## src/source/cp0_pkg.sv

```systemverilog
package cp0_pkg;

   // cp0 register numbers
   localparam logic [4:0] cp0_reg_badvaddr = 5'd8;
   localparam logic [4:0] cp0_reg_count    = 5'd9;
   localparam logic [4:0] cp0_reg_compare  = 5'd11;
   localparam logic [4:0] cp0_reg_status   = 5'd12;
   localparam logic [4:0] cp0_reg_cause    = 5'd13;
   localparam logic [4:0] cp0_reg_epc      = 5'd14;
   localparam logic [4:0] cp0_reg_prid     = 5'd15;
   localparam logic [4:0] cp0_reg_config   = 5'd16;

   // status fields
   localparam int unsigned ie_bit  = 0;   // global interrupt enable
   localparam int unsigned exl_bit = 1;   // exception level
   localparam int unsigned bev_bit = 22;  // boot vectors
   localparam int unsigned im_hi   = 15;
   localparam int unsigned im_lo   = 8;

   // cause fields
   localparam int unsigned bd_bit      = 31;  // branch delay
   localparam int unsigned ti_bit      = 30;  // timer pending
   localparam int unsigned ip_hi       = 15;  // hw lines ip7..ip2
   localparam int unsigned ip_lo       = 10;
   localparam int unsigned sw_ip_hi    = 9;   // software ip1..ip0
   localparam int unsigned sw_ip_lo    = 8;
   localparam int unsigned exc_code_hi = 6;
   localparam int unsigned exc_code_lo = 2;

   // committed exception, one per instruction
   typedef enum logic [3:0] {
      exc_none,
      exc_int,
      exc_adel,
      exc_ades,
      exc_ri,
      exc_sys,
      exc_bp,
      exc_ov,
      exc_eret
   } exc_type_e;

   // ExcCode values written to cause
   localparam logic [4:0] exc_code_int  = 5'd0;
   localparam logic [4:0] exc_code_adel = 5'd4;
   localparam logic [4:0] exc_code_ades = 5'd5;
   localparam logic [4:0] exc_code_sys  = 5'd8;
   localparam logic [4:0] exc_code_bp   = 5'd9;
   localparam logic [4:0] exc_code_ri   = 5'd10;
   localparam logic [4:0] exc_code_ov   = 5'd12;

   // reset contents
   localparam logic [31:0] status_reset = 32'h1 << bev_bit;
   localparam logic [31:0] config_reset = 32'h0000_8000;
   localparam logic [31:0] prid_reset   = 32'h004c_0102;

   // single entry point for all exceptions and interrupts
   localparam logic [31:0] exc_vector = 32'hbfc0_0380;

endpackage

```

## src/source/exc_commit_if.sv

```systemverilog
interface exc_commit_if import cp0_pkg::*; ();

   logic        en;             // one cycle commit strobe
   exc_type_e   exc_type;
   logic [31:0] pc;             // pc of the memory stage instruction
   logic        in_delay_slot;
   logic [31:0] badvaddr;

   modport arbiter (
      output en,
      output exc_type,
      output pc,
      output in_delay_slot,
      output badvaddr
   );

   // receiving side, the cp0 register file
   modport regs (
      input en,
      input exc_type,
      input pc,
      input in_delay_slot,
      input badvaddr
   );

endinterface

```

## src/source/int_ctrl.sv

```systemverilog
module int_ctrl import cp0_pkg::*; (
   input  logic        clk,
   input  logic        rst,
   input  logic [5:0]  ext_int_i,
   input  logic        timer_int_i,
   input  logic [31:0] status_i,
   input  logic [1:0]  cause_sw_i,
   input  logic        valid_i,
   output logic [5:0]  hw_ip_o,
   output logic        int_take_o
);

   logic [5:0] ext_q;    // sampled external lines
   logic [7:0] pending;  // ip7..ip0 after masking with im

   always_ff @(posedge clk) begin
      if (rst) begin
         ext_q <= '0;
      end else begin
         ext_q <= ext_int_i;
      end
   end

   // timer shares ip7 with the top external line
   assign hw_ip_o = {ext_q[5] | timer_int_i, ext_q[4:0]};

   assign pending = {hw_ip_o, cause_sw_i} & status_i[im_hi:im_lo];

   // only taken on a real instruction, outside exception level
   assign int_take_o = valid_i & (|pending) & status_i[ie_bit] & ~status_i[exl_bit];

   // a taken interrupt raises exl, so the handler is never interrupted
   a_exl_after_int: assert property (
      @(posedge clk) disable iff (rst)
      int_take_o |=> status_i[exl_bit]
   ) else $error("status.exl not set after an interrupt was taken");

endmodule

```

## src/source/exc_arbiter.sv

```systemverilog
module exc_arbiter import cp0_pkg::*; (
   input  logic          valid_i,
   input  logic [31:0]   pc_i,
   input  logic          in_delay_slot_i,
   input  logic [31:0]   badvaddr_i,
   input  logic          adel_i,
   input  logic          ades_i,
   input  logic          ri_i,
   input  logic          sys_i,
   input  logic          bp_i,
   input  logic          ov_i,
   input  logic          eret_i,
   input  logic          int_take_i,
   input  logic [31:0]   epc_i,
   exc_commit_if.arbiter commit,
   output logic          flush_o,
   output logic [31:0]   new_pc_o
);

   exc_type_e sel_type;
   logic      any_exc;    // something other than eret
   logic      take_eret;

   // fixed priority, flags only count for a valid instruction
   always_comb begin
      sel_type = exc_none;
      if (int_take_i) begin
         sel_type = exc_int;   // int_take already includes valid
      end else if (valid_i) begin
         if (adel_i) begin
            sel_type = exc_adel;
         end else if (ri_i) begin
            sel_type = exc_ri;
         end else if (ov_i) begin
            sel_type = exc_ov;
         end else if (sys_i) begin
            sel_type = exc_sys;
         end else if (bp_i) begin
            sel_type = exc_bp;
         end else if (ades_i) begin
            sel_type = exc_ades;
         end else if (eret_i) begin
            sel_type = exc_eret;
         end
      end
   end

   assign take_eret = (sel_type == exc_eret);
   assign any_exc   = (sel_type != exc_none) && !take_eret;

   // commit toward the register file
   assign commit.en            = (sel_type != exc_none);
   assign commit.exc_type      = sel_type;
   assign commit.pc            = pc_i;
   assign commit.in_delay_slot = in_delay_slot_i;
   assign commit.badvaddr      = badvaddr_i;

   // redirect the fetch stage
   assign flush_o = any_exc | take_eret;

   always_comb begin
      new_pc_o = '0;
      if (take_eret) begin
         new_pc_o = epc_i;
      end else if (any_exc) begin
         new_pc_o = exc_vector;
      end
   end

endmodule

```

## src/source/cp0_reg.sv

```systemverilog
module cp0_reg import cp0_pkg::*; (
   input  logic        clk,
   input  logic        rst,
   exc_commit_if.regs  commit,
   input  logic [5:0]  hw_ip_i,
   input  logic        we_i,       // mtc0
   input  logic [4:0]  waddr_i,
   input  logic [31:0] wdata_i,
   input  logic [4:0]  raddr_i,    // mfc0
   output logic [31:0] rdata_o,
   output logic [31:0] status_o,
   output logic [31:0] cause_o,
   output logic [31:0] epc_o,
   output logic        timer_int_o
);

   logic [32:0] count_q;   // lsb is the half rate prescaler
   logic [31:0] count;
   logic [31:0] compare_q;
   logic [31:0] status_q;
   logic [31:0] cause_q;
   logic [31:0] epc_q;
   logic [31:0] badvaddr_q;
   logic        timer_q;
   logic [31:0] exc_epc;
   logic        addr_exc;  // adel or ades

   function automatic logic [4:0] exc_code_of(exc_type_e t);
      logic [4:0] code;
      case (t)
         exc_adel: code = exc_code_adel;
         exc_ades: code = exc_code_ades;
         exc_ri:   code = exc_code_ri;
         exc_sys:  code = exc_code_sys;
         exc_bp:   code = exc_code_bp;
         exc_ov:   code = exc_code_ov;
         default:  code = exc_code_int;
      endcase
      return code;
   endfunction

   assign count = count_q[32:1];

   // a delay slot instruction restarts at its branch
   assign exc_epc  = commit.in_delay_slot ? commit.pc - 32'd4 : commit.pc;
   assign addr_exc = (commit.exc_type == exc_adel) || (commit.exc_type == exc_ades);

   always_ff @(posedge clk) begin
      if (rst) begin
         count_q     <= '0;
         compare_q   <= '0;
         status_q    <= status_reset;
         cause_q     <= '0;
         epc_q       <= '0;
         timer_q     <= 1'b0;
      end else begin
         count_q <= count_q + 33'd1;
         cause_q[ip_hi:ip_lo] <= hw_ip_i;   // second stage of the line sampling

         if (compare_q != '0 && count == compare_q) begin
            timer_q         <= 1'b1;
            cause_q[ti_bit] <= 1'b1;
         end

         if (commit.en) begin
            // exception wins, a same cycle mtc0 is lost
            if (commit.exc_type == exc_eret) begin
               status_q[exl_bit] <= 1'b0;
            end else begin
               epc_q                             <= exc_epc;
               cause_q[bd_bit]                   <= commit.in_delay_slot;
               cause_q[exc_code_hi:exc_code_lo]  <= exc_code_of(commit.exc_type);
               status_q[exl_bit]                 <= 1'b1;
            end
         end else if (we_i) begin
            case (waddr_i)
               cp0_reg_count: begin
                  count_q <= {wdata_i, 1'b0};
               end
               cp0_reg_compare: begin
                  compare_q       <= wdata_i;
                  timer_q         <= 1'b0;   // acknowledge timer
                  cause_q[ti_bit] <= 1'b0;
               end
               cp0_reg_status: begin
                  status_q[ie_bit]      <= wdata_i[ie_bit];
                  status_q[im_hi:im_lo] <= wdata_i[im_hi:im_lo];
               end
               cp0_reg_cause: begin
                  cause_q[sw_ip_hi:sw_ip_lo] <= wdata_i[sw_ip_hi:sw_ip_lo];
               end
               cp0_reg_epc: begin
                  epc_q <= wdata_i;
               end
               default: ;
            endcase
         end
      end
   end

   // faulting address, only for address errors
   always_ff @(posedge clk) begin
      if (commit.en && addr_exc) begin
         badvaddr_q <= commit.badvaddr;
      end
   end

   // mfc0, combinational
   always_comb begin
      rdata_o = '0;
      if (!rst) begin
         case (raddr_i)
            cp0_reg_count:    rdata_o = count;
            cp0_reg_compare:  rdata_o = compare_q;
            cp0_reg_status:   rdata_o = status_q;
            cp0_reg_cause:    rdata_o = cause_q;
            cp0_reg_epc:      rdata_o = epc_q;
            cp0_reg_prid:     rdata_o = prid_reset;
            cp0_reg_config:   rdata_o = config_reset;
            cp0_reg_badvaddr: rdata_o = badvaddr_q;
            default:          rdata_o = '0;
         endcase
      end
   end

   assign status_o    = status_q;
   assign cause_o     = cause_q;
   assign epc_o       = epc_q;
   assign timer_int_o = timer_q;

   // exl moves only through an exception or eret, never through mtc0
   a_exl_only_by_commit: assert property (
      @(posedge clk) disable iff (rst)
      !commit.en |=> $stable(status_q[exl_bit])
   ) else $error("status.exl changed without a commit");

endmodule

```

## src/source/cp0_top.sv

```systemverilog
module cp0_top import cp0_pkg::*; (
   input  logic        clk,
   input  logic        rst,
   input  logic [5:0]  ext_int_i,
   input  logic        valid_i,
   input  logic [31:0] pc_i,
   input  logic        in_delay_slot_i,
   input  logic [31:0] badvaddr_i,
   input  logic        adel_i,
   input  logic        ades_i,
   input  logic        ri_i,
   input  logic        sys_i,
   input  logic        bp_i,
   input  logic        ov_i,
   input  logic        eret_i,
   input  logic        we_i,
   input  logic [4:0]  waddr_i,
   input  logic [31:0] wdata_i,
   input  logic [4:0]  raddr_i,
   output logic [31:0] rdata_o,
   output logic [31:0] status_o,
   output logic [31:0] cause_o,
   output logic [31:0] epc_o,
   output logic        timer_int_o,
   output logic        flush_o,
   output logic [31:0] new_pc_o
);

   logic [5:0] hw_ip;
   logic       int_take;

   exc_commit_if commit ();

   int_ctrl u_int_ctrl (
      .clk         (clk),
      .rst         (rst),
      .ext_int_i   (ext_int_i),
      .timer_int_i (timer_int_o),
      .status_i    (status_o),
      .cause_sw_i  (cause_o[sw_ip_hi:sw_ip_lo]),
      .valid_i     (valid_i),
      .hw_ip_o     (hw_ip),
      .int_take_o  (int_take)
   );

   exc_arbiter u_exc_arbiter (
      .valid_i, .pc_i, .in_delay_slot_i, .badvaddr_i,
      .adel_i, .ades_i, .ri_i, .sys_i, .bp_i, .ov_i, .eret_i,
      .int_take_i (int_take),
      .epc_i      (epc_o),
      .commit     (commit.arbiter),
      .flush_o, .new_pc_o
   );

   cp0_reg u_cp0_reg (
      .clk, .rst,
      .commit  (commit.regs),
      .hw_ip_i (hw_ip),
      .we_i, .waddr_i, .wdata_i, .raddr_i, .rdata_o,
      .status_o, .cause_o, .epc_o, .timer_int_o
   );

endmodule

```

## config.mk

```make
export PLATFORM = sky130hd
export DESIGN_NAME = cp0_top
export DESIGN_NICKNAME = d
export VERILOG_FILES = /design/src/source/cp0_pkg.sv /design/src/source/exc_commit_if.sv /design/src/source/int_ctrl.sv /design/src/source/exc_arbiter.sv /design/src/source/cp0_reg.sv /design/src/source/cp0_top.sv
export SDC_FILE = /design/constraint.sdc
export NUM_CORES = 1
export LEC_CHECK = 0
export BUFFER_PORTS_ARGS = -buffer_cell sky130_fd_sc_hd__buf_4
export CORE_ASPECT_RATIO = 2
export CORE_UTILIZATION = 30
export DETAILED_ROUTE_END_ITERATION = 10
export HOLD_SLACK_MARGIN = 0.15
export PLACE_DENSITY = 0.52
export SLEW_MARGIN = 20
export SYNTH_ARGS = -nofsm -noshare
export SYNTH_HDL_FRONTEND = slang
export SYNTH_SLANG_ARGS = --single-unit
```

## constraint.sdc

```tcl
create_clock -name clk -period 5.5 [get_ports clk]
set_clock_uncertainty 0.1 [all_clocks]
set_input_delay 1.375 -clock clk [delete_from_list [all_inputs] [get_ports clk]]
set_output_delay 1.375 -clock clk [all_outputs]
set_load 0.05 [all_outputs]
```

==> impl_metrics.toml <==
[die]
die_h_um = 246.7
coreArea_mm2 = 0.02951
dieArea_mm2 = 0.03069
ioPinCount = 286
die-width_um = 124.4
rows = 89
floorplan.initialDensity_pct = 30.45

[worst_setup_path]
worstReg2RegEnd = "u_cp0_reg.compare_q[15]"
slowest_delay_ps = 570
crit_slowest_cell = "or4_1"
path_cells = "buf_4, or4_1, nor3_1, inv_1, nor2_1, buf_4, and2_1, buf_4"
worst-r2r-cell-count = 7
end_kind = "output pin"
r2r-start = "u_cp0_reg.cause_o[8]"
crit_arrival_ps = 3290
crit_fanout = 11
cp.required_ps = 4030
reg2reg_slack_ps = 1990
worstSetupPathType = "input port to output pin"
start_kind = "input port"
cpMostUsedCell = "buf_4"

[logic_synthesis]
syn_inst = 1096
dominantRegCellSynth = "dfxtp_1"
ys_types = 55
synth_area_mm2 = 0.008985
ys_ff_latch = 160
seq_area_frac_synth_pct = 39.21
syn_avg_cell_area_um2 = 8.198
synth_edf_count = 32
synthArstFlopShare_pct = 0
yosys_warnings = 0

[route]
drtAntennaViolNets = 0
drt_wl_total_um = 37220
dr_total_vias = 8863
route.detailed.wl_per_inst_um = 22.06
drt_iter0_drc = 534
dr.pass1.iters = 5
routed_via_density = 5.254
route.detailed.drc = 0

[clock_network]
cts_resized = 0
clk_latency_ps = 450
cts.sinks = 160
cts_inserted_buffers = 17
cts_tree = "done"
clock_path_buffers = 2
cts-root-buf = "clkbuf_16"
h-tree-depth = 4
postCtsSetupBuffers = 0
ctsHoldBuffers = 0
clkTransAtPathRegs_ps = 60

[timing]
fmax_ghz = 0.2097
period_share_pct = 86.71
slew_viol_final = 0
worst_slack_ps = 730.7
worst_pin_slew_ps = 1017
fin_tns_setup_ps = 0
hold_violations = 0
rsz0062_at_grt = "false"
finalCriticalPeriod_ps = 4769
setup_viol = 0
max_slew_margin_pct = 31.71
hold_slack_ps = 364.4

[worst_hold_path]
hold_path_class = "flop to flop"
whs_path_depth = 1
hold_end = "u_cp0_reg.cause_o[14]"
min_from = "u_int_ctrl.ext_q[4]"

[layout]
syn2layout_area_growth_pct = 30.45
drive_above_1_share_pct = 23.39
fillers = 3029
utilization_pct = 39.72
num-nets-final = 1434

[pwr]
power_density_mw_per_mm2 = 276.8
leakagePower_nw = 4.773
ir_drop_uv = 232.0
sw_frac_of_total_pct = 28.30
seq_power_share_pct = 40.2
p_int_w = 0.002326
p_switching_w = 0.0009179
combPwrFrac_pct = 16.6
clock_power_share_pct = 43.2

[placement]
gp_congestion = 0.8817
post-place-ws_ps = 761.0
hpwl_um = 29060
numPortBuffers = 245

[outcome]
status = "completed"

[run]
drv_cap = 0

[grt]
grt_overflow = 0
antenna_found_initial = 3
first_global_vias = 8513
grt_pass1_wl_um = 54290
grtUsageTotal_pct = 23.96
grt_max_degree = 64
-- cell usage after synthesis, types with 23 or more instances --
cell	n	area [µm²]
nor2_1	142	533.0
nand2_1	136	510.5
dfxtp_1	128	2562
a21oi_1	84	420.4
clkbuf_1	64	240.2
xor2_1	59	516.8
mux2i_1	50	500.5
buf_4	40	300.3
o21ai_0	37	185.2
a211oi_1	33	247.7
edfxtp_1	32	960.9
xnor2_1	32	280.3
nor4_1	25	156.4
nand3_1	23	115.1
nor3_1	23	115.1
-- final cells by class --
class / count / area (µm²) / share of cell area, %
clock inverter: 12 / 236.5 / 2.018
tap: 364 / 455.4 / 3.886
timing repair buffer: 267 / 2004 / 17.10
sequential: 160 / 3523 / 30.06
multi-input combinational: 850 / 5005 / 42.70
clock buffer: 20 / 446.7 / 3.811
antenna: 2 / 5.005 / 0.04270
inverter: 12 / 45.04 / 0.3843
-- per-stage QoR --
step	instances	total power, W	area [µm²]
after floorplan	1134	0.001658	9128
after global placement	1653	0.001866	11030
after detailed placement	1653	0.001868	11030
after CTS	1685	0.003269	11720
after global routing	1687	0.003340	11720
final	1687	0.003244	11720
-- state kept, by name, summed over array words and instances, names as in the netlist --
name / flops
u_cp0_reg.status_o: 10
u_cp0_reg.compare_q: 32
u_cp0_reg.cause_o: 14
u_cp0_reg.badvaddr_q: 32
u_int_ctrl.ext_q: 6
u_cp0_reg.timer_int_o: 1
u_cp0_reg.epc_o: 32
u_cp0_reg.count_q: 33
-- metal layers --
| metal | global-route usage [%] | vias up | wire, µm |
|---|---|---|---|
| li1 | - | 4206 | - |
| met1 | 24.15 | 4228 | 12970 |
| met2 | 44.74 | 346 | 20200 |
| met3 | 3.354 | 83 | 1517 |
| met4 | 17.08 | 0 | 2528 |
| met5 | 0 | - | 0 |
-- how the worst max path moves through the flow --
| stage | start | endpoint | slack (ps) | cells after the start |
|---|---|---|---|---|
| detailed placement | sys_i | new_pc_o[16] | 760 | 8 |
| floorplan | raddr_i[1] | rdata_o[15] | 540 | 7 |
| global route | sys_i | new_pc_o[16] | 590 | 8 |
| CTS | sys_i | new_pc_o[16] | 740 | 8 |
| finish | sys_i | new_pc_o[16] | 730 | 8 |
| global placement | raddr_i[4] | rdata_o[14] | 430 | 7 |
-- cell families after synthesis --
family	synth area share (%)
fa+ha+maj	0.2785
other cells	0.08358
mux	5.696
flops	39.21
compound gates	15.89
buf+inv	6.907
xor+xnor	8.871
simple gates	23.06
-- critical path, delay by kind of cell --
kind | cells | cell delay (ps)
simple gates | 4 | 1200
buf+inv | 4 | 710
-- power by group through the flow --
stage / clock [W] / sequential [W] / combinational [W]
floorplan: 0 / 0.00139 / 0.000268
global placement: 0 / 0.00133 / 0.000537
detailed placement: 0 / 0.00133 / 0.000539
CTS: 0.00143 / 0.00130 / 0.000540
global route: 0.00146 / 0.00131 / 0.000570
finish: 0.00140 / 0.00130 / 0.000539
-- placed cells by master, fill, tap and decap left out, types with 33 or more instances in the layout --
cell and count:
a211oi_1 33, a21oi_1 84, buf_4 267, conb_1 40
dfxtp_1 128, mux2i_1 50, nand2_1 136, nor2_1 140
o21ai_0 37, xor2_1 59
Note: power is estimated with default switching activity, not from simulation.
